### src/avr_io_settings.svh
`ifndef AVR_IO_SETTINGS_SVH
`define AVR_IO_SETTINGS_SVH

// I/O bus register address
`define IO_ADDR_W       6

// region bases on the I/O bus
`define BASIC_BASE      6'h00   // eight registers
`define TIMER_BASE      6'h08   // four registers
`define IRQ_BASE        6'h0C   // four registers

// interrupt sources and vector width
`define IRQ_COUNT       3
`define IVECT_W         2

// timer prescale select field
`define PRESCALE_SEL_W  2

`endif

### src/avr_io_pkg.sv
`default_nettype none

`include "avr_io_settings.svh"

package avr_io_pkg;

    // one I/O bus access from the core
    typedef struct packed {
        logic                  re;     // read strobe
        logic                  we;     // write strobe
        logic [`IO_ADDR_W-1:0] addr;
        logic [7:0]            wdata;
    } io_req_t;

    // address regions on the I/O bus
    typedef enum logic [1:0] {
        REGION_BASIC,
        REGION_TIMER,
        REGION_IRQ,
        REGION_NONE
    } io_region_t;

    // timer sequencing
    typedef enum logic [1:0] {
        T_IDLE,
        T_RUN,
        T_MATCH
    } timer_state_t;

    // control bit 1
    typedef enum logic {
        MODE_ONESHOT,
        MODE_PERIODIC
    } timer_mode_t;

endpackage

`default_nettype wire

### src/avr_io_sys.sv
`default_nettype none

`include "avr_io_settings.svh"

module avr_io_sys
    import avr_io_pkg::*;
(
    input  wire                 clk,
    input  wire                 rst,
    input  wire io_req_t        io_req,
    output logic [7:0]          io_rdata,
    input  wire                 ieack,
    input  wire [`IVECT_W-1:0]  ieack_vect,
    output logic                iflag,
    output logic [`IVECT_W-1:0] ivect,
    input  wire [15:0]          sw,
    input  wire [4:0]           btn,
    output logic [15:0]         led
);

    logic                       basic_sel, timer_sel, irq_sel;
    logic [7:0]                 basic_rdata, timer_rdata, irq_rdata;
    logic                       tick, timer_run, timer_event;
    logic [`PRESCALE_SEL_W-1:0] prescale_sel;
    logic                       btn_event, sw_event;

    io_decode decode (
        .addr        (io_req.addr),
        .basic_rdata (basic_rdata),
        .timer_rdata (timer_rdata),
        .irq_rdata   (irq_rdata),
        .basic_sel   (basic_sel),
        .timer_sel   (timer_sel),
        .irq_sel     (irq_sel),
        .rdata       (io_rdata)
    );

    tick_prescaler prescale (
        .clk  (clk),
        .rst  (rst),
        .run  (timer_run),
        .sel  (prescale_sel),
        .tick (tick)
    );

    io_timer timer0 (                 // regs 0x08-0x0b
        .clk          (clk),
        .rst          (rst),
        .req          (io_req),
        .sel          (timer_sel),
        .tick         (tick),
        .prescale_sel (prescale_sel),
        .run          (timer_run),
        .rdata        (timer_rdata),
        .timer_event  (timer_event)
    );

    basic_io_regs basic_io (          // regs 0x00-0x07
        .clk       (clk),
        .rst       (rst),
        .req       (io_req),
        .sel       (basic_sel),
        .sw        (sw),
        .btn       (btn),
        .led       (led),
        .rdata     (basic_rdata),
        .btn_event (btn_event),
        .sw_event  (sw_event)
    );

    // sources in priority order, timer first
    irq_ctrl irq0 (                   // regs 0x0c-0x0f
        .clk        (clk),
        .rst        (rst),
        .req        (io_req),
        .sel        (irq_sel),
        .src        ({sw_event, btn_event, timer_event}),
        .ieack      (ieack),
        .ieack_vect (ieack_vect),
        .iflag      (iflag),
        .ivect      (ivect),
        .rdata      (irq_rdata)
    );

endmodule

`default_nettype wire

### src/basic_io_regs.sv
`default_nettype none

module basic_io_regs
    import avr_io_pkg::*;
(
    input  wire          clk,
    input  wire          rst,
    input  wire io_req_t req,
    input  wire          sel,
    input  wire [15:0]   sw,
    input  wire [4:0]    btn,     // C, U, L, R, D
    output logic [15:0]  led,
    output logic [7:0]   rdata,
    output logic         btn_event,
    output logic         sw_event
);

    localparam logic [2:0] REG_SW_LO  = 3'd0;
    localparam logic [2:0] REG_SW_HI  = 3'd1;
    localparam logic [2:0] REG_BTN    = 3'd2;
    localparam logic [2:0] REG_LED_LO = 3'd4;
    localparam logic [2:0] REG_LED_HI = 3'd5;

    logic [15:0] sw_s1, sw_s2, sw_d;
    logic [4:0]  btn_s1, btn_s2, btn_d;
    logic        wr;

    assign wr = sel && req.we;

    // two-flop synchronizers plus one delay stage for edge detect
    always_ff @(posedge clk) begin
        if (rst) begin
            sw_s1     <= '0;
            sw_s2     <= '0;
            sw_d      <= '0;
            btn_s1    <= '0;
            btn_s2    <= '0;
            btn_d     <= '0;
            btn_event <= 1'b0;
            sw_event  <= 1'b0;
        end else begin
            sw_s1     <= sw;
            sw_s2     <= sw_s1;
            sw_d      <= sw_s2;
            btn_s1    <= btn;
            btn_s2    <= btn_s1;
            btn_d     <= btn_s2;
            btn_event <= |(btn_s2 & ~btn_d);    // any press
            sw_event  <= (sw_s2 != sw_d);       // any flip
        end
    end

    always_ff @(posedge clk) begin
        if (rst)
            led <= '0;
        else if (wr && req.addr[2:0] == REG_LED_LO)
            led[7:0] <= req.wdata;
        else if (wr && req.addr[2:0] == REG_LED_HI)
            led[15:8] <= req.wdata;
    end

    always_comb begin
        rdata = 8'h00;
        if (sel && req.re) begin
            case (req.addr[2:0])
                REG_SW_LO:  rdata = sw_s2[7:0];
                REG_SW_HI:  rdata = sw_s2[15:8];
                REG_BTN:    rdata = {3'b000, btn_s2};
                REG_LED_LO: rdata = led[7:0];
                REG_LED_HI: rdata = led[15:8];
                default:    rdata = 8'h00;
            endcase
        end
    end

endmodule

`default_nettype wire

### src/io_decode.sv
`default_nettype none

`include "avr_io_settings.svh"

module io_decode
    import avr_io_pkg::*;
(
    input  wire [`IO_ADDR_W-1:0] addr,
    input  wire [7:0]            basic_rdata,
    input  wire [7:0]            timer_rdata,
    input  wire [7:0]            irq_rdata,
    output logic                 basic_sel,
    output logic                 timer_sel,
    output logic                 irq_sel,
    output logic [7:0]           rdata
);

    localparam logic [`IO_ADDR_W-1:0] BASIC_A = `BASIC_BASE;
    localparam logic [`IO_ADDR_W-1:0] TIMER_A = `TIMER_BASE;
    localparam logic [`IO_ADDR_W-1:0] IRQ_A   = `IRQ_BASE;

    io_region_t region;

    always_comb begin
        if (addr[`IO_ADDR_W-1:3] == BASIC_A[`IO_ADDR_W-1:3])      // 0x00-0x07
            region = REGION_BASIC;
        else if (addr[`IO_ADDR_W-1:2] == TIMER_A[`IO_ADDR_W-1:2]) // 0x08-0x0b
            region = REGION_TIMER;
        else if (addr[`IO_ADDR_W-1:2] == IRQ_A[`IO_ADDR_W-1:2])   // 0x0c-0x0f
            region = REGION_IRQ;
        else
            region = REGION_NONE;
    end

    assign basic_sel = (region == REGION_BASIC);
    assign timer_sel = (region == REGION_TIMER);
    assign irq_sel   = (region == REGION_IRQ);

    // read data source selection
    always_comb begin
        case (region)
            REGION_BASIC: rdata = basic_rdata;
            REGION_TIMER: rdata = timer_rdata;
            REGION_IRQ:   rdata = irq_rdata;
            default:      rdata = 8'h00;  // unmapped reads zero
        endcase
    end

endmodule

`default_nettype wire

### src/io_timer.sv
`default_nettype none

`include "avr_io_settings.svh"

module io_timer
    import avr_io_pkg::*;
(
    input  wire                        clk,
    input  wire                        rst,
    input  wire io_req_t               req,
    input  wire                        sel,
    input  wire                        tick,
    output logic [`PRESCALE_SEL_W-1:0] prescale_sel,
    output logic                       run,
    output logic [7:0]                 rdata,
    output logic                       timer_event
);

    localparam logic [1:0] REG_CTRL  = 2'd0;
    localparam logic [1:0] REG_CMP   = 2'd1;
    localparam logic [1:0] REG_COUNT = 2'd2;
    localparam logic [1:0] REG_STATE = 2'd3;

    timer_state_t              state;
    timer_mode_t               ctrl_mode;
    logic                      ctrl_en;
    logic [`PRESCALE_SEL_W-1:0] ctrl_sel;
    logic [7:0]                compare;
    logic [7:0]                count;
    logic [7:0]                count_inc;
    logic                      skip_tick;   // reload slot still owed a tick
    logic                      ctrl_wr;

    assign ctrl_wr   = sel && req.we && (req.addr[1:0] == REG_CTRL);
    assign count_inc = count + 8'd1;

    always_ff @(posedge clk) begin
        if (sel && req.we && (req.addr[1:0] == REG_CMP))
            compare <= req.wdata;
    end

    always_ff @(posedge clk) begin
        if (rst) begin
            state     <= T_IDLE;
            ctrl_en   <= 1'b0;
            ctrl_mode <= MODE_ONESHOT;
            ctrl_sel  <= '0;
            count     <= '0;
            skip_tick <= 1'b0;
        end else if (ctrl_wr) begin
            ctrl_en   <= req.wdata[0];
            ctrl_mode <= timer_mode_t'(req.wdata[1]);
            ctrl_sel  <= req.wdata[2 +: `PRESCALE_SEL_W];
            skip_tick <= 1'b0;
            if (req.wdata[0]) begin
                state <= T_RUN;     // (re)start from zero
                count <= '0;
            end else begin
                state <= T_IDLE;    // stop, count kept
            end
        end else begin
            case (state)
                T_RUN: begin
                    if (tick) begin
                        if (skip_tick)
                            skip_tick <= 1'b0;
                        else if (count_inc == compare) begin
                            count <= count_inc;
                            state <= T_MATCH;
                        end else
                            count <= count_inc;
                    end
                end
                T_MATCH: begin
                    if (ctrl_mode == MODE_PERIODIC) begin
                        state <= T_RUN;
                        count <= '0;
                        // count 0 holds one full tick, period is compare+1 ticks
                        skip_tick <= !tick;
                    end else begin
                        state   <= T_IDLE;
                        ctrl_en <= 1'b0;   // one-shot done
                    end
                end
                default: ;
            endcase
        end
    end

    assign run          = (state == T_RUN) || (state == T_MATCH);
    assign prescale_sel = ctrl_sel;
    assign timer_event  = (state == T_MATCH);

    always_comb begin
        rdata = 8'h00;
        if (sel && req.re) begin
            case (req.addr[1:0])
                REG_CTRL:  rdata = 8'({ctrl_sel, ctrl_mode, ctrl_en});
                REG_CMP:   rdata = compare;
                REG_COUNT: rdata = count;
                REG_STATE: rdata = 8'(state);
                default:   rdata = 8'h00;
            endcase
        end
    end

endmodule

`default_nettype wire

### src/irq_ctrl.sv
`default_nettype none

`include "avr_io_settings.svh"

module irq_ctrl
    import avr_io_pkg::*;
(
    input  wire                  clk,
    input  wire                  rst,
    input  wire io_req_t         req,
    input  wire                  sel,
    input  wire [`IRQ_COUNT-1:0] src,         // bit 0 highest priority
    input  wire                  ieack,
    input  wire [`IVECT_W-1:0]   ieack_vect,
    output logic                 iflag,
    output logic [`IVECT_W-1:0]  ivect,
    output logic [7:0]           rdata
);

    localparam int N  = `IRQ_COUNT;
    localparam int VW = `IVECT_W;

    localparam logic [1:0] REG_EN   = 2'd0;
    localparam logic [1:0] REG_PEND = 2'd1;
    localparam logic [1:0] REG_VECT = 2'd2;

    logic [N-1:0] irq_en;
    logic [N-1:0] pending;
    logic [N-1:0] active;
    logic [N-1:0] ack_bits;
    logic [N-1:0] clr_bits;
    logic         wr;

    assign wr       = sel && req.we;
    assign ack_bits = ieack ? (N'(1) << ieack_vect) : '0;
    assign clr_bits = ack_bits |
                      ((wr && req.addr[1:0] == REG_PEND) ? req.wdata[N-1:0] : '0);

    always_ff @(posedge clk) begin
        if (rst) begin
            irq_en  <= '0;
            pending <= '0;
        end else begin
            if (wr && req.addr[1:0] == REG_EN)
                irq_en <= req.wdata[N-1:0];
            pending <= (pending & ~clr_bits) | (src & irq_en);  // set beats clear
        end
    end

    assign active = pending & irq_en;
    assign iflag  = |active;

    // lowest index wins, as in the core's encoder
    always_comb begin
        ivect = '0;
        for (int i = N - 1; i >= 0; i--) begin
            if (active[i])
                ivect = VW'(i);
        end
    end

    always_comb begin
        rdata = 8'h00;
        if (sel && req.re) begin
            case (req.addr[1:0])
                REG_EN:   rdata = 8'(irq_en);
                REG_PEND: rdata = 8'(pending);
                REG_VECT: rdata = 8'(ivect);
                default:  rdata = 8'h00;
            endcase
        end
    end

endmodule

`default_nettype wire

### src/tick_prescaler.sv
`default_nettype none

`include "avr_io_settings.svh"

module tick_prescaler (
    input  wire                       clk,
    input  wire                       rst,
    input  wire                       run,
    input  wire [`PRESCALE_SEL_W-1:0] sel,
    output logic                      tick
);

    logic [5:0] cnt;
    logic [5:0] mask;

    // low 2*sel bits, sel 3 gives all six
    assign mask = (6'd1 << (2 * sel)) - 6'd1;

    always_ff @(posedge clk) begin
        if (rst || !run)
            cnt <= '0;      // restart from zero when stopped
        else
            cnt <= cnt + 6'd1;
    end

    // divide by 1, 4, 16 or 64
    assign tick = run && ((cnt & mask) == 6'd0);

endmodule

`default_nettype wire
### config.mk
export PLATFORM = sky130hd
export DESIGN_NAME = avr_io_sys
export DESIGN_NICKNAME = d
export VERILOG_FILES = /design/src/avr_io_pkg.sv /design/src/avr_io_sys.sv /design/src/basic_io_regs.sv /design/src/io_decode.sv /design/src/io_timer.sv /design/src/irq_ctrl.sv /design/src/tick_prescaler.sv
export VERILOG_INCLUDE_DIRS = /design/src /design/src/src
export SDC_FILE = /design/constraint.sdc
export NUM_CORES = 1
export LEC_CHECK = 0
export BUFFER_PORTS_ARGS = -buffer_cell sky130_fd_sc_hd__buf_4
export CELL_PAD_IN_SITES_DETAIL_PLACEMENT = 1
export CELL_PAD_IN_SITES_GLOBAL_PLACEMENT = 2
export CORE_AREA = 2 2 122 124
export DETAILED_ROUTE_END_ITERATION = 16
export DIE_AREA = 0 0 124 126
export GPL_TIMING_DRIVEN = 0
export PLACE_DENSITY_LB_ADDON = 0.1
export REMOVE_ABC_BUFFERS = 1
export SLEW_MARGIN = 15
export SYNTH_ARGS = -nofsm -noshare
export SYNTH_HDL_FRONTEND = slang
export SYNTH_SLANG_ARGS = --single-unit
### constraint.sdc
create_clock -name clk -period 2.59 [get_ports clk]
set_input_delay 0.3885 -clock clk [delete_from_list [all_inputs] [get_ports clk]]
set_output_delay 0.3885 -clock clk [all_outputs]
set_load 0.05 [all_outputs]
# Word level (Yosys, flattened, before mapping)
# Index checks and enable logic that the tools add are counted.
[totals]
register_bits = 116
inputBits = 42
[op_classes]
addsub = 3
bitwise_logic = 10
n_shift = 2
eq_ne = 23
n_mux = 34
reduce_logical = 33
[ops]
columns = ["cell", "n"]
rows = [
  ["$mux 8", 8],
  ["$pmux 8 s5", 1],
  ["$pmux 8 s4", 1],
  ["$pmux 8 s3", 1],
  ["$mux 2", 9],
  ["$ne 16x16->1", 1],
  ["$pmux 8 s2", 1],
  ["$logic_and 1x1->1", 13],
  ["$and 3x3->3", 3],
  ["$pmux 3 s3", 1],
  ["$add 8x1->8 const B", 1],
  ["$eq 2x2->1 const B", 4],
  ["$eq 4x2->1 const B", 2],
  ["$eq 8x8->1", 1],
  ["$mux 1", 8],
  ["$add 6x1->6 const B", 1],
  ["$and 6x6->6", 1],
  ["$eq 2x1->1 const B", 3],
  ["$eq 3x3->1 const B", 2],
  ["$logic_not 3->1", 2],
  ["$logic_not 6->1", 1],
  ["$mux 3", 2],
  ["$ne 2x2->1 const B", 3],
  ["$ne 3x1->1 const B", 2],
  ["26 further kinds", 33],
]

# Logic depth before layout (Yosys ltp)
# Gate-level depths: netlist of run 1.
[depth]
ltp_word = 12
depth_mapped = 8

# By module
# Synthesis of run 1 repeated with hierarchy kept, for this count alone.
[unflattened]
hier_cells = 548
area_unflattened_um2 = 5291.3
[modules_own_cells]
columns = ["mod", "seq_area_each_um2", "cells_each", "instances", "area_per_inst_um2"]
rows = [
  ["basic_io_regs", 1621.6, 266, 1, 2875.3],
  ["io_timer", 540.5, 167, 1, 1460.2],
  ["irq_ctrl", 120.1, 52, 1, 437.9],
  ["tick_prescaler", 120.1, 31, 1, 280.3],
  ["io_decode", 0.0, 32, 1, 237.7],
]

# Least setup slack after synthesis of run 1
# Ideal clock, no wire load.
[synth_timing]
path_type = "flip-flop to output port"
start = "register irq0.irq_en[1]"
end = "output io_rdata[0]"
path_buffers = 0
path_slack_ns = -0.248
stages_incl_launch_ff = 7
t_arrival_ns = 2.450
required_time_ns = 2.202
path_cell_list = "dfxtp_1 > nand2_1 > a21oi_1 > mux2i_1 > o211ai_1 > o21ai_0 > o22ai_1"
[synth_between]
elab_chain_cells = 6
[synth_lines]
columns = ["item", "line_no", "source"]
rows = [
  ["start: declaration", "irq_ctrl.sv:27", "logic [N-1:0] irq_en;"],
  ["start signal: assignment", "irq_ctrl.sv:45", "irq_en <= req.wdata[N-1:0];"],
  ["$and 3x3->3", "irq_ctrl.sv:50", "assign active = pending & irq_en;"],
  ["$mux 2 (2 in series)", "irq_ctrl.sv:57", "if (active[i])"],
  ["via ivect[0]", "avr_io_sys.sv:15", "output logic [`IVECT_W-1:0] ivect,"],
  ["$pmux 3 s3", "irq_ctrl.sv:65", "case (req.addr[1:0])"],
  ["$mux 8", "irq_ctrl.sv:64", "if (sel && req.re) begin"],
  ["$pmux 8 s3", "io_decode.sv:41", "case (region)"],
  ["end: declaration", "avr_io_sys.sv:11", "output logic [7:0] io_rdata,"],
]
# The timed path passes the listed nets, and every way through them passes these cells.

# Final worst setup path of run 1
[layout_timing]
start = "input io_req[12] in the netlist's numbering"
end = "output io_rdata[6]"
[layout_between]
elab_chain_cells = 8
[layout_lines]
columns = ["item", "line_no", "source"]
rows = [
  ["start: declaration", "avr_io_sys.sv:10", "input wire io_req_t io_req,"],
  ["$eq 4x2->1", "io_decode.sv:29", "else if (addr[`IO_ADDR_W-1:2] == IRQ_A[`IO_ADDR_W-1:2])"],
  ["$mux 1", "io_decode.sv:29", ""],
  ["$mux 2", "io_decode.sv:27", "else if (addr[`IO_ADDR_W-1:2] == TIMER_A[`IO_ADDR_W-1:2])"],
  ["$mux 2 *", "io_decode.sv:25", "if (addr[`IO_ADDR_W-1:3] == BASIC_A[`IO_ADDR_W-1:3])"],
  ["$eq 2x1->1 / $logic_not 2->1 (equally long branches)", "io_decode.sv:36, io_decode.sv:41, io_decode.sv:35", ""],
  ["$logic_and 1x1->1 (on tied branches)", "io_timer.sv:96, basic_io_regs.sv:64", ""],
  ["$mux 8 (on tied branches)", "io_timer.sv:96, basic_io_regs.sv:64", ""],
  ["$pmux 8 s3 *", "io_decode.sv:41", ""],
]
# Every way passes the cells marked *; elsewhere a longest branch is shown, timed or not.

==> results.cfg, run 1 <==
[worst_setup_path]
crit_slowest_cell = sky130_fd_sc_hd__or2_2
worst_path_largest_cell_delay_ps = 380
crit_required_ps = 2200
worst-endpoint-arrival_ps = 2030
critical_path.endpoint_type = output port
timing_worst_setup_path_type = input port to output port
path_max_fanout = 6
cpLargestDelayFamily = simple AND/OR/NAND/NOR gates
most_repeated_library_cell_on_the_critical_path = sky130_fd_sc_hd__buf_4
worstSetupStartpointType = input port
critical_path.cell_chain = buf_4 > nor3_1 > nand3_1 > or2_2 > o22ai_1 > buf_4
crit_buf_inv = 2

[synthesis]
gate_count_after_technology_mapping = 497
synth_compound_gate_area_share_pct = 10.9
synth-seq-area-share_pct = 47.7
synthesis.area_sq_mm = 0.00503
netlist.top_cell.by_area = sky130_fd_sc_hd__dfxtp_1
synth_edf_count = 8
post_synth_fa_ha_maj_area_fraction_pct = 1.24
count_of_state_elements_after_synthesis = 116
yosys_warnings = 0
synth_largest_type_area_fraction_pct = 42.9
synth_top_family_by_area = simple AND/OR/NAND/NOR gates
syn-mean-instance-area_sq_um = 10.1
dominantRegCellSynth = sky130_fd_sc_hd__dfxtp_1
ys_types = 62
yosys.area_share.xor_xnor_pct = 5.04
synth.top_cells.by_area = sky130_fd_sc_hd__dfxtp_1 43%, sky130_fd_sc_hd__nor2b_1 9.1%, sky130_fd_sc_hd__mux2i_1 5.4%
asyncSetResetFlopFracSynth_pct = 0
synth.mux.area_fraction_pct = 9.84
synth_simple_gate_area_share_pct = 21.0

[detailed_routing]
wl_met2_microns = 6570
met1Wirelength_microns = 6020
drtAntennaViolNets = 0
routed_via_density = 5.06
router_iterations_before_antenna_repair = 4
post_dr_wirelength_cell_microns = 17.7
initialDrtViolationCount = 205
wl_met3_microns = 478
vias = 3818
detail_route.drc_violations = 0
route.final.wire_length_microns = 13300
topRoutingLayerUsed = met4

[layout]
antenna_cells = 0
fillerInstances = 1614
layout.cells.most_common = sky130_fd_sc_hd__dfxtp_1
multiInputGateArea_sq_mm = 0.00243
seq_area_sq_mm = 0.00240
post_route_cells_drive_above_1_share_pct = 22.4
mostFrequentLayoutCells = 108 x sky130_fd_sc_hd__dfxtp_1, 73 x sky130_fd_sc_hd__nor2b_1, 68 x sky130_fd_sc_hd__buf_4
final_nets = 605
area_added_between_synthesis_and_finish_pct = 23.2

[global_route]
grt_remaining_overflow = 0
grt_pass1_wl_microns = 21000
grt_pass1_vias = 3987
grt_util_all_layers_pct = 18.1
grt_max_degree = 105
grt_antenna_before_repair = 0

[clock_tree]
clockRootBuffer = sky130_fd_sc_hd__clkbuf_16
cts_resized = 0
cts-buffers-inserted = 17
cts_post_setup_buffers_inserted = 0
cts_tree = done
clk_pin_slew_ps = 60
clkSinkCount = 116
cts_max_level = 4
clk_path_buf_depth = 2
cts.hold.buffers_added = 0
insertion_delay_ps = 420

[placement]
dp.final_hpwl_microns = 9090
globalplace.congestion = 0.832
port_buffer_cells = 68

[timing]
final-max-slew-violation-count = 0
final_min_period_over_clock_period_pct = 93.4
finalClockSkew_ps = 6.82
achievable-frequency_ghz = 0.413
slew-limit-headroom_pct = 25.7
timing.setup.tns_ps = 0
timing_worst_slew_pin_value_ps = 1110
final-setup-viol-count = 0
report.final.hold_viol_count = 0
period_needed_ps = 2420
rsz_0062_raised_after_global_routing = no

[die]
die_w_microns = 124
ios = 69
core.rowCount = 44
start_util_pct = 35.2
die_h_microns = 126
die-area_sq_mm = 0.0156
core_region_area_sq_mm = 0.0143

[power]
leakage_nw = 2.38
finalPower_mw = 4.51
power_density_mw_per_mm2 = 726
maximum_ir_drop_on_the_vdd_rail_mv = 0.468

[min_path]
worst_hold_path_type = input port to flip-flop

[flow_run]
timing.max_cap.violations = 0

[run_status]
run_status = completed
[synthesized netlist by cell type, types with 7 or more instances]
master and instances:
sky130_fd_sc_hd__o22ai_1 8, sky130_fd_sc_hd__nand3_1 8, sky130_fd_sc_hd__a21oi_1 17, sky130_fd_sc_hd__nand2b_1 7, sky130_fd_sc_hd__nor2_1 51, sky130_fd_sc_hd__o21ai_0 19, sky130_fd_sc_hd__mux4_2 9, sky130_fd_sc_hd__nand2_1 16
sky130_fd_sc_hd__nand4_1 8, sky130_fd_sc_hd__clkbuf_1 15, sky130_fd_sc_hd__xnor2_1 23, sky130_fd_sc_hd__nor2b_1 73, sky130_fd_sc_hd__dfxtp_1 108, sky130_fd_sc_hd__inv_1 14, sky130_fd_sc_hd__edfxtp_1 8, sky130_fd_sc_hd__mux2i_1 27
[sequential cells by signal (all words and copies together) (netlist names), 5 cells and up]
| register | flops |
|---|---|
| basic_io.sw_d | 16 |
| basic_io.sw_s1 | 16 |
| basic_io.btn_d | 5 |
| prescale.cnt | 6 |
| timer0.count | 8 |
| basic_io.btn_s1 | 5 |
| timer0.compare | 8 |
| basic_io.sw_s2 | 16 |
| basic_io.led | 16 |
| basic_io.btn_s2 | 5 |
[metal layers]
layer	vias up	global-route usage, %
li1	1855	-
met1	1885	22.3
met2	60	29.8
met3	18	5.07
met4	0	7.14
met5	-	0
[worst reg2reg max path, delay by kind of cell (launching register included)]
| family | cells | cell delay [ps] |
|---|---|---|
| AOI/OAI and AO/OA | 3 | 840 |
| xor gates and xnor gates | 1 | 130 |
| adders and majority gates | 1 | 330 |
| DFF | 1 | 500 |
| and+or+nand+nor | 2 | 450 |
[kinds of logic (layout without fill, tap and decap cells)]
logic type / after synthesis / after routing
AND/OR/NAND/NOR: 189 / 189
flip-flops: 116 / 116
AO/OA/AOI/OAI: 80 / 80
buffers and inverters: 40 / 114
multiplexers: 38 / 38
XOR/XNOR: 29 / 29
adder cells (fa/ha/maj): 5 / 5
[cell type report]
| cell class | instances | area share (%) |
|---|---|---|
| sequential | 116 | 38.7 |
| clock buffer | 18 | 6.92 |
| multi-input combinational | 341 | 39.1 |
| clock inverter | 14 | 2.46 |
| inverter | 14 | 0.847 |
| timing repair buffer | 68 | 8.23 |
| tap | 184 | 3.71 |
[report_power, final]
part           total (mW)  switching (mW)  internal (mW)
clock network        2.32           0.892           1.43
registers            1.88          0.0297           1.85
logic               0.305           0.169          0.135
[worst paths after layout]
check | slack [ps] | to | startpoint | cells past startpoint
setup / recovery | 170 | io_rdata[6] | io_req[12] | 6
hold / removal | 170 | timer0.compare[5] | io_req[5] | 1
setup reg to reg | 240 | timer0.state[1] | timer0.count[0] | 7
hold reg to reg | 430 | basic_io.btn_s2[3] | basic_io.btn_s1[3] | 1
[stage by stage]
| step | instances | setup slack (ps) | cell area [sq um] | hold WS, ps | utilization, % |
|---|---|---|---|---|---|
| floorplan | 471 | -244 | 4870 | 414 | - |
| global placement | 723 | -118 | 5610 | 419 | 39.2 |
| detailed placement | 723 | -190 | 5610 | 425 | 39.2 |
| CTS | 755 | 109 | 6190 | 148 | 43.3 |
| global route | 755 | 37.6 | 6200 | 156 | 43.3 |
| finish | 755 | 171 | 6200 | 167 | 43.3 |
No activity file was read; power rests on OpenSTA's default activity.
==> run 2, diff against run 1 <==
Settings changed: CELL_PAD_IN_SITES_GLOBAL_PLACEMENT 2 to 1, CORE_AREA 2 2 122 124 to 2 2 110 112, DIE_AREA 0 0 124 126 to 0 0 112 114.
==> run 2 against run 1 <==
Against the previous run: combinational power barely moved; largest cell class unchanged; power fell by 4.3%; sequential share of layout area rose by 0.47 points.
==> results.cfg, run 2 (synthesized netlist as in run 1, its figures left out) <==
[placement]
dp_cells = 686
worst_setup_slack_post_dpl_ps = -103
port_buffer_cells = 68
placed_area_sq_mm = 0.00557
globalplace.congestion = 0.860
dp.final_hpwl_microns = 8860

[clock_tree]
cts_max_level = 4
clk_path_buf_depth = 2
cts_tree = done
clkSinkCount = 116
cts-buffers-inserted = 17
clockRootBuffer = sky130_fd_sc_hd__clkbuf_16
clk_pin_slew_ps = 50
insertion_delay_ps = 410

[timing]
rsz_0062_raised_after_global_routing = no
slew-limit-headroom_pct = 29.9
period_needed_ps = 2450
timing_worst_slew_pin_value_ps = 1050
final-max-slew-violation-count = 0
final-setup-viol-count = 0
timing.setup.tns_ps = 0
timing.hold.ws_ps = 176
achievable-frequency_ghz = 0.409
final_min_period_over_clock_period_pct = 94.5
finalWorstSetupSlack_ps = 142
report.final.hold_viol_count = 0
finalClockSkew_ps = 6.56

[global_route]
grt_pass1_vias = 3922
grt_max_degree = 105
grt_antenna_before_repair = 0
grt_util_all_layers_pct = 21.2
grt_remaining_overflow = 0
grt_pass1_wl_microns = 20700

[detailed_routing]
drtAntennaViolNets = 0
vias = 3834
routed_via_density = 5.33
router_iterations_before_antenna_repair = 4
detail_route.drc_violations = 0
post_dr_wirelength_cell_microns = 17.7
route.final.wire_length_microns = 12800
initialDrtViolationCount = 152

[worst_setup_path]
timing.rr.start = timer0.prescale_sel[0]
critical_path.cell_chain = a22oi_1 > and3_1 > mux2i_1 > o211ai_1 > o21ai_0 > o22ai_1 > buf_4
path_max_fanout = 4
crit_slowest_cell = sky130_fd_sc_hd__dfxtp_1
critical_path.endpoint_type = output port
reg2regPathDepth = 8
worst_path_largest_cell_delay_ps = 330
worst-endpoint-arrival_ps = 2060
worstSetupStartpoint = irq0.pending[1]
crit_required_ps = 2200
worstSetupStartpointType = flip-flop
reg_to_reg_endpoint = timer0.count[3]
timing_worst_setup_path_type = flip-flop to output port
rrSetupSlack_ps = 250

[layout]
post_route_cells_drive_above_1_share_pct = 22.4
fillerInstances = 1332
mostFrequentLayoutCells = 108 x sky130_fd_sc_hd__dfxtp_1, 73 x sky130_fd_sc_hd__nor2b_1, 69 x sky130_fd_sc_hd__buf_4
area_added_between_synthesis_and_finish_pct = 21.7
final_core_utilization_pct = 52.3
final_nets = 606
final-instance-count-excl-fill = 719
antenna_cells = 0
layout.cells.most_common = sky130_fd_sc_hd__dfxtp_1
layout.cell_area.non_filler_sq_mm = 0.00613

[power]
maximum_ir_drop_on_the_vdd_rail_mv = 0.409
power_density_mw_per_mm2 = 704
finalPower_mw = 4.31
leakage_nw = 2.38

[min_path]
hold_path_depth = 1
whs_endpoint = timer0.compare[5]
holdCritStartpoint = io_req[5]
worst_hold_path_type = input port to flip-flop

[die]
ios = 69
die-area_sq_mm = 0.0128
die_h_microns = 114
die_w_microns = 112
start_util_pct = 43.0
core.rowCount = 40
core_region_area_sq_mm = 0.0117

[run_status]
run_status = completed

[flow_run]
timing.max_cap.violations = 0
[run 2: cell count changes in the layout (fill, tap and decap cells not counted)]
cell / before / now
sky130_fd_sc_hd__clkbuf_1: 1 / 2
sky130_fd_sc_hd__inv_4: 1 / 2
sky130_fd_sc_hd__clkbuf_16: 17 / 18
sky130_fd_sc_hd__clkinv_4: 3 / 1
sky130_fd_sc_hd__bufinv_16: 2 / 0
sky130_fd_sc_hd__clkinv_2: 2 / 4
sky130_fd_sc_hd__clkbuf_8: 0 / 1
sky130_fd_sc_hd__buf_4: 68 / 69
sky130_fd_sc_hd__inv_6: 4 / 2
[run 2: what timing repair did]
action,in CTS,in global routing
hold buffers,0,0
resized for setup,0,2
endpoints found under the setup margin,0,8
buffers inserted,0,1
[run 2: worst max-delay path: cells and delay by family (launching register included)]
kind	cells	cell delay, ps
AO/OA/AOI/OAI	4	760
flip-flops	1	330
buffers and inverters	1	240
AND/OR/NAND/NOR	1	220
multiplexers	1	80
[run 2: worst max path at each step]
stage                                  end  slack (ps)  cells after the start
after floorplan                io_rdata[0]        -240                      6
after global placement     timer0.count[2]         -60                      7
after detailed placement  basic_io.led[11]        -100                      6
after CTS                  timer0.count[5]          20                      8
after global routing           io_rdata[1]          10                      7
final                          io_rdata[1]         140                      7
[run 2: report_power, final]
group | total (mW) | leakage, nW | internal [mW] | switching [mW]
clock | 2.13 | 0.269 | 1.30 | 0.822
sequential | 1.89 | 0.954 | 1.86 | 0.0302
combinational | 0.304 | 1.16 | 0.137 | 0.167
total | 4.31 | 2.38 | 3.29 | 1.02
[run 2: final cells by class]
type                    count  area [sq um]  area share, %
repair buffers             69           518           8.45
multi-input cells         341          2430           39.6
clock buffers              21           472           7.70
inverters                  14          52.6          0.857
clock inverters            11          73.8           1.20
flip-flops and latches    116          2400           39.2
well taps                 147           184           3.00
[run 2: routing by layer]
layer	GRT usage (%)	vias to the layer above	wire, microns
met3	5.05	19	428
met4	7.80	0	193
li1	-	1858	-
met1	26.0	1886	5640
met2	36.4	71	6490
met5	0	-	0
==> run 3, diff against run 2 <==
--- a/config.mk
+++ b/config.mk
@@ -10,7 +10,8 @@
 export CELL_PAD_IN_SITES_DETAIL_PLACEMENT = 1
 export CELL_PAD_IN_SITES_GLOBAL_PLACEMENT = 1
-export CORE_AREA = 2 2 110 112
+export CORE_AREA = 2 2 155 81
+export CTS_CLUSTER_DIAMETER = 50
 export DETAILED_ROUTE_END_ITERATION = 16
-export DIE_AREA = 0 0 112 114
+export DIE_AREA = 0 0 157 83
 export GPL_TIMING_DRIVEN = 0
 export PLACE_DENSITY_LB_ADDON = 0.1
==> constraint.sdc (replaced) <==
create_clock -name clk -period 2.59 [get_ports clk]
set_input_delay 0.518 -clock clk [delete_from_list [all_inputs] [get_ports clk]]
set_output_delay 0.518 -clock clk [all_outputs]
set_load 0.05 [all_outputs]
==> run 3 against run 2 <==
Against the previous run: register-to-register slack got worse by 70 ps; via count increased by 2.7%; hold slack improved by 130 ps; power increased by 3.9%; critical path depth unchanged; cell count increased by 2.6%; utilization increased by 1.4 points; sequential power about the same; maximum frequency decreased by 1.3%.
==> results.cfg, run 3 (synthesized netlist as in run 1, its figures left out) <==
[run_status]
run_status = completed

[clock_tree]
clk_path_buf_depth = 2
cts_tree = done
clk_pin_slew_ps = 60
cts.hold.buffers_added = 0
cts_max_level = 4
clkSinkCount = 116
clockRootBuffer = sky130_fd_sc_hd__clkbuf_16
insertion_delay_ps = 420
cts-buffers-inserted = 17

[timing]
slew-limit-headroom_pct = 26.8
finalClockSkew_ps = 7.52
final-max-slew-violation-count = 0
final_min_period_over_clock_period_pct = 95.7
achievable-frequency_ghz = 0.403
report.final.hold_viol_count = 0
finalWorstSetupSlack_ps = 111
rsz_0062_raised_after_global_routing = no
timing_worst_slew_pin_value_ps = 1100
timing.setup.tns_ps = 0
final-setup-viol-count = 0
timing.hold.ws_ps = 309
period_needed_ps = 2480

[layout]
post_route_cells_drive_above_1_share_pct = 25.1
antenna_cells = 0
final_nets = 607
fillerInstances = 1288
area_added_between_synthesis_and_finish_pct = 23.8
layout.cells.most_common = sky130_fd_sc_hd__dfxtp_1
final-instance-count-excl-fill = 738
mostFrequentLayoutCells = 103 x sky130_fd_sc_hd__dfxtp_1, 73 x sky130_fd_sc_hd__nor2b_1, 69 x sky130_fd_sc_hd__buf_4
final_core_utilization_pct = 53.8

[die]
die_w_microns = 157
start_util_pct = 43.4
die_h_microns = 83
core_region_area_sq_mm = 0.0116
die-area_sq_mm = 0.0130
core.rowCount = 28
ios = 69

[detailed_routing]
detail_route.drc_violations = 0
initialDrtViolationCount = 219
post_dr_wirelength_cell_microns = 19.2
vias = 3937
drtAntennaViolNets = 0
routed_via_density = 5.33
router_iterations_before_antenna_repair = 4
route.final.wire_length_microns = 14100

[worst_setup_path]
crit_required_ps = 2070
worst-endpoint-arrival_ps = 1960
crit_slowest_cell = sky130_fd_sc_hd__dfxtp_2
cpLargestDelayFamily = compound AO/OA/AOI/OAI gates
timing_worst_setup_path_type = flip-flop to output port
critical_path.cell_chain = a22oi_2 > and3_4 > mux2i_1 > o211ai_1 > o21ai_1 > o22ai_1 > buf_4
worst_path_largest_cell_delay_ps = 340
crit_buf_inv = 1
critical_path.endpoint_type = output port
path_max_fanout = 4
worstSetupStartpointType = flip-flop

[min_path]
worst_hold_path_type = input port to flip-flop

[power]
p_int_mw = 3.33
leakage_nw = 2.39
power.share.clock_pct = 51.0
maximum_ir_drop_on_the_vdd_rail_mv = 0.353
power.switching_mw = 1.15
pwr-share-comb_pct = 7.0
power_density_mw_per_mm2 = 719
p_seq_share_pct = 42.1
sw_frac_of_total_pct = 25.7

[global_route]
grt_pass1_vias = 4066
grt_remaining_overflow = 0
grt_max_degree = 105
grt_antenna_before_repair = 0
grt_util_all_layers_pct = 23.0
grt_pass1_wl_microns = 22500

[placement]
globalplace.congestion = 0.829
port_buffer_cells = 68
worst_setup_slack_post_dpl_ps = -191
dp_cells = 704
dp.final_hpwl_microns = 9800

[flow_run]
timing.max_cap.violations = 0
[run 3: cell count changes in the layout (fill, tap and decap cells not counted), sizes merged]
cell      before  now
clkbuf        21   17
inv           18   22
clkinv         5    3
buf           69   70
bufinv         0    1
clkinvlp       2    3
[run 3: final timing paths]
kind	cells past startpoint	slack, ps	start	endpoint
worst max-delay path	7	110	irq0.pending[1]	io_rdata[1]
worst min-delay path	2	310	btn[0]	basic_io.btn_s1[0]
worst max register to register	8	180	timer0.prescale_sel[1]	timer0.state[1]
worst min register to register	1	440	basic_io.sw_s1[15]	basic_io.sw_s2[15]
[run 3: what timing repair did]
| action | CTS | global route |
|---|---|---|
| buffers inserted | 0 | 2 |
| pin swaps | 1 | 4 |
| endpoints found under the setup margin | 3 | 14 |
| gates resized for setup | 5 | 15 |
[run 3: area by class of cell]
cell class	instances	area [sq um]	share of cell area, %
multi-input combinational	341	2460	39.5
tap	165	206	3.31
timing repair buffer	70	529	8.49
clock inverter	15	144	2.31
clock buffer	17	425	6.82
sequential	116	2410	38.7
inverter	14	52.6	0.843
[run 3: power by group through the flow]
stage / logic [mW] / registers, mW / clock network, mW
after CTS: 0.307 / 1.89 / 2.31
after global routing: 0.342 / 1.89 / 2.40
after global placement: 0.296 / 1.92 / 0
after detailed placement: 0.302 / 1.93 / 0
after floorplan: 0.150 / 1.92 / 0
final: 0.313 / 1.89 / 2.29
[run 3: metal layers]
metal	wire [microns]	global-route usage, %	share of wire, %	up-vias
met2	6240	33.7	44	100
li1	-	-	-	1856
met5	0	0	0	-
met3	642	5.90	4.5	16
met4	127	5.50	0.90	0
met1	7140	33.5	50	1965
[run 3: worst reg2reg max path: cells and delay by family, from the launching register on]
| family | cells | cell delay (ps) |
|---|---|---|
| adders and majority gates | 1 | 280 |
| buffers and inverters | 1 | 40 |
| and+or+nand+nor | 1 | 320 |
| AOI/OAI and AO/OA | 5 | 1280 |
| DFF | 1 | 370 |
[run 3: per-stage QoR]
| step | power, mW | cell area (sq um) |
|---|---|---|
| 5_1_grt | 4.63 | 6230 |
| 6_report | 4.48 | 6230 |
| 3_3_place_gp | 2.22 | 5590 |
| 3_5_place_dp | 2.23 | 5590 |
| 4_1_cts | 4.51 | 6180 |
| 2_1_floorplan | 2.07 | 4870 |
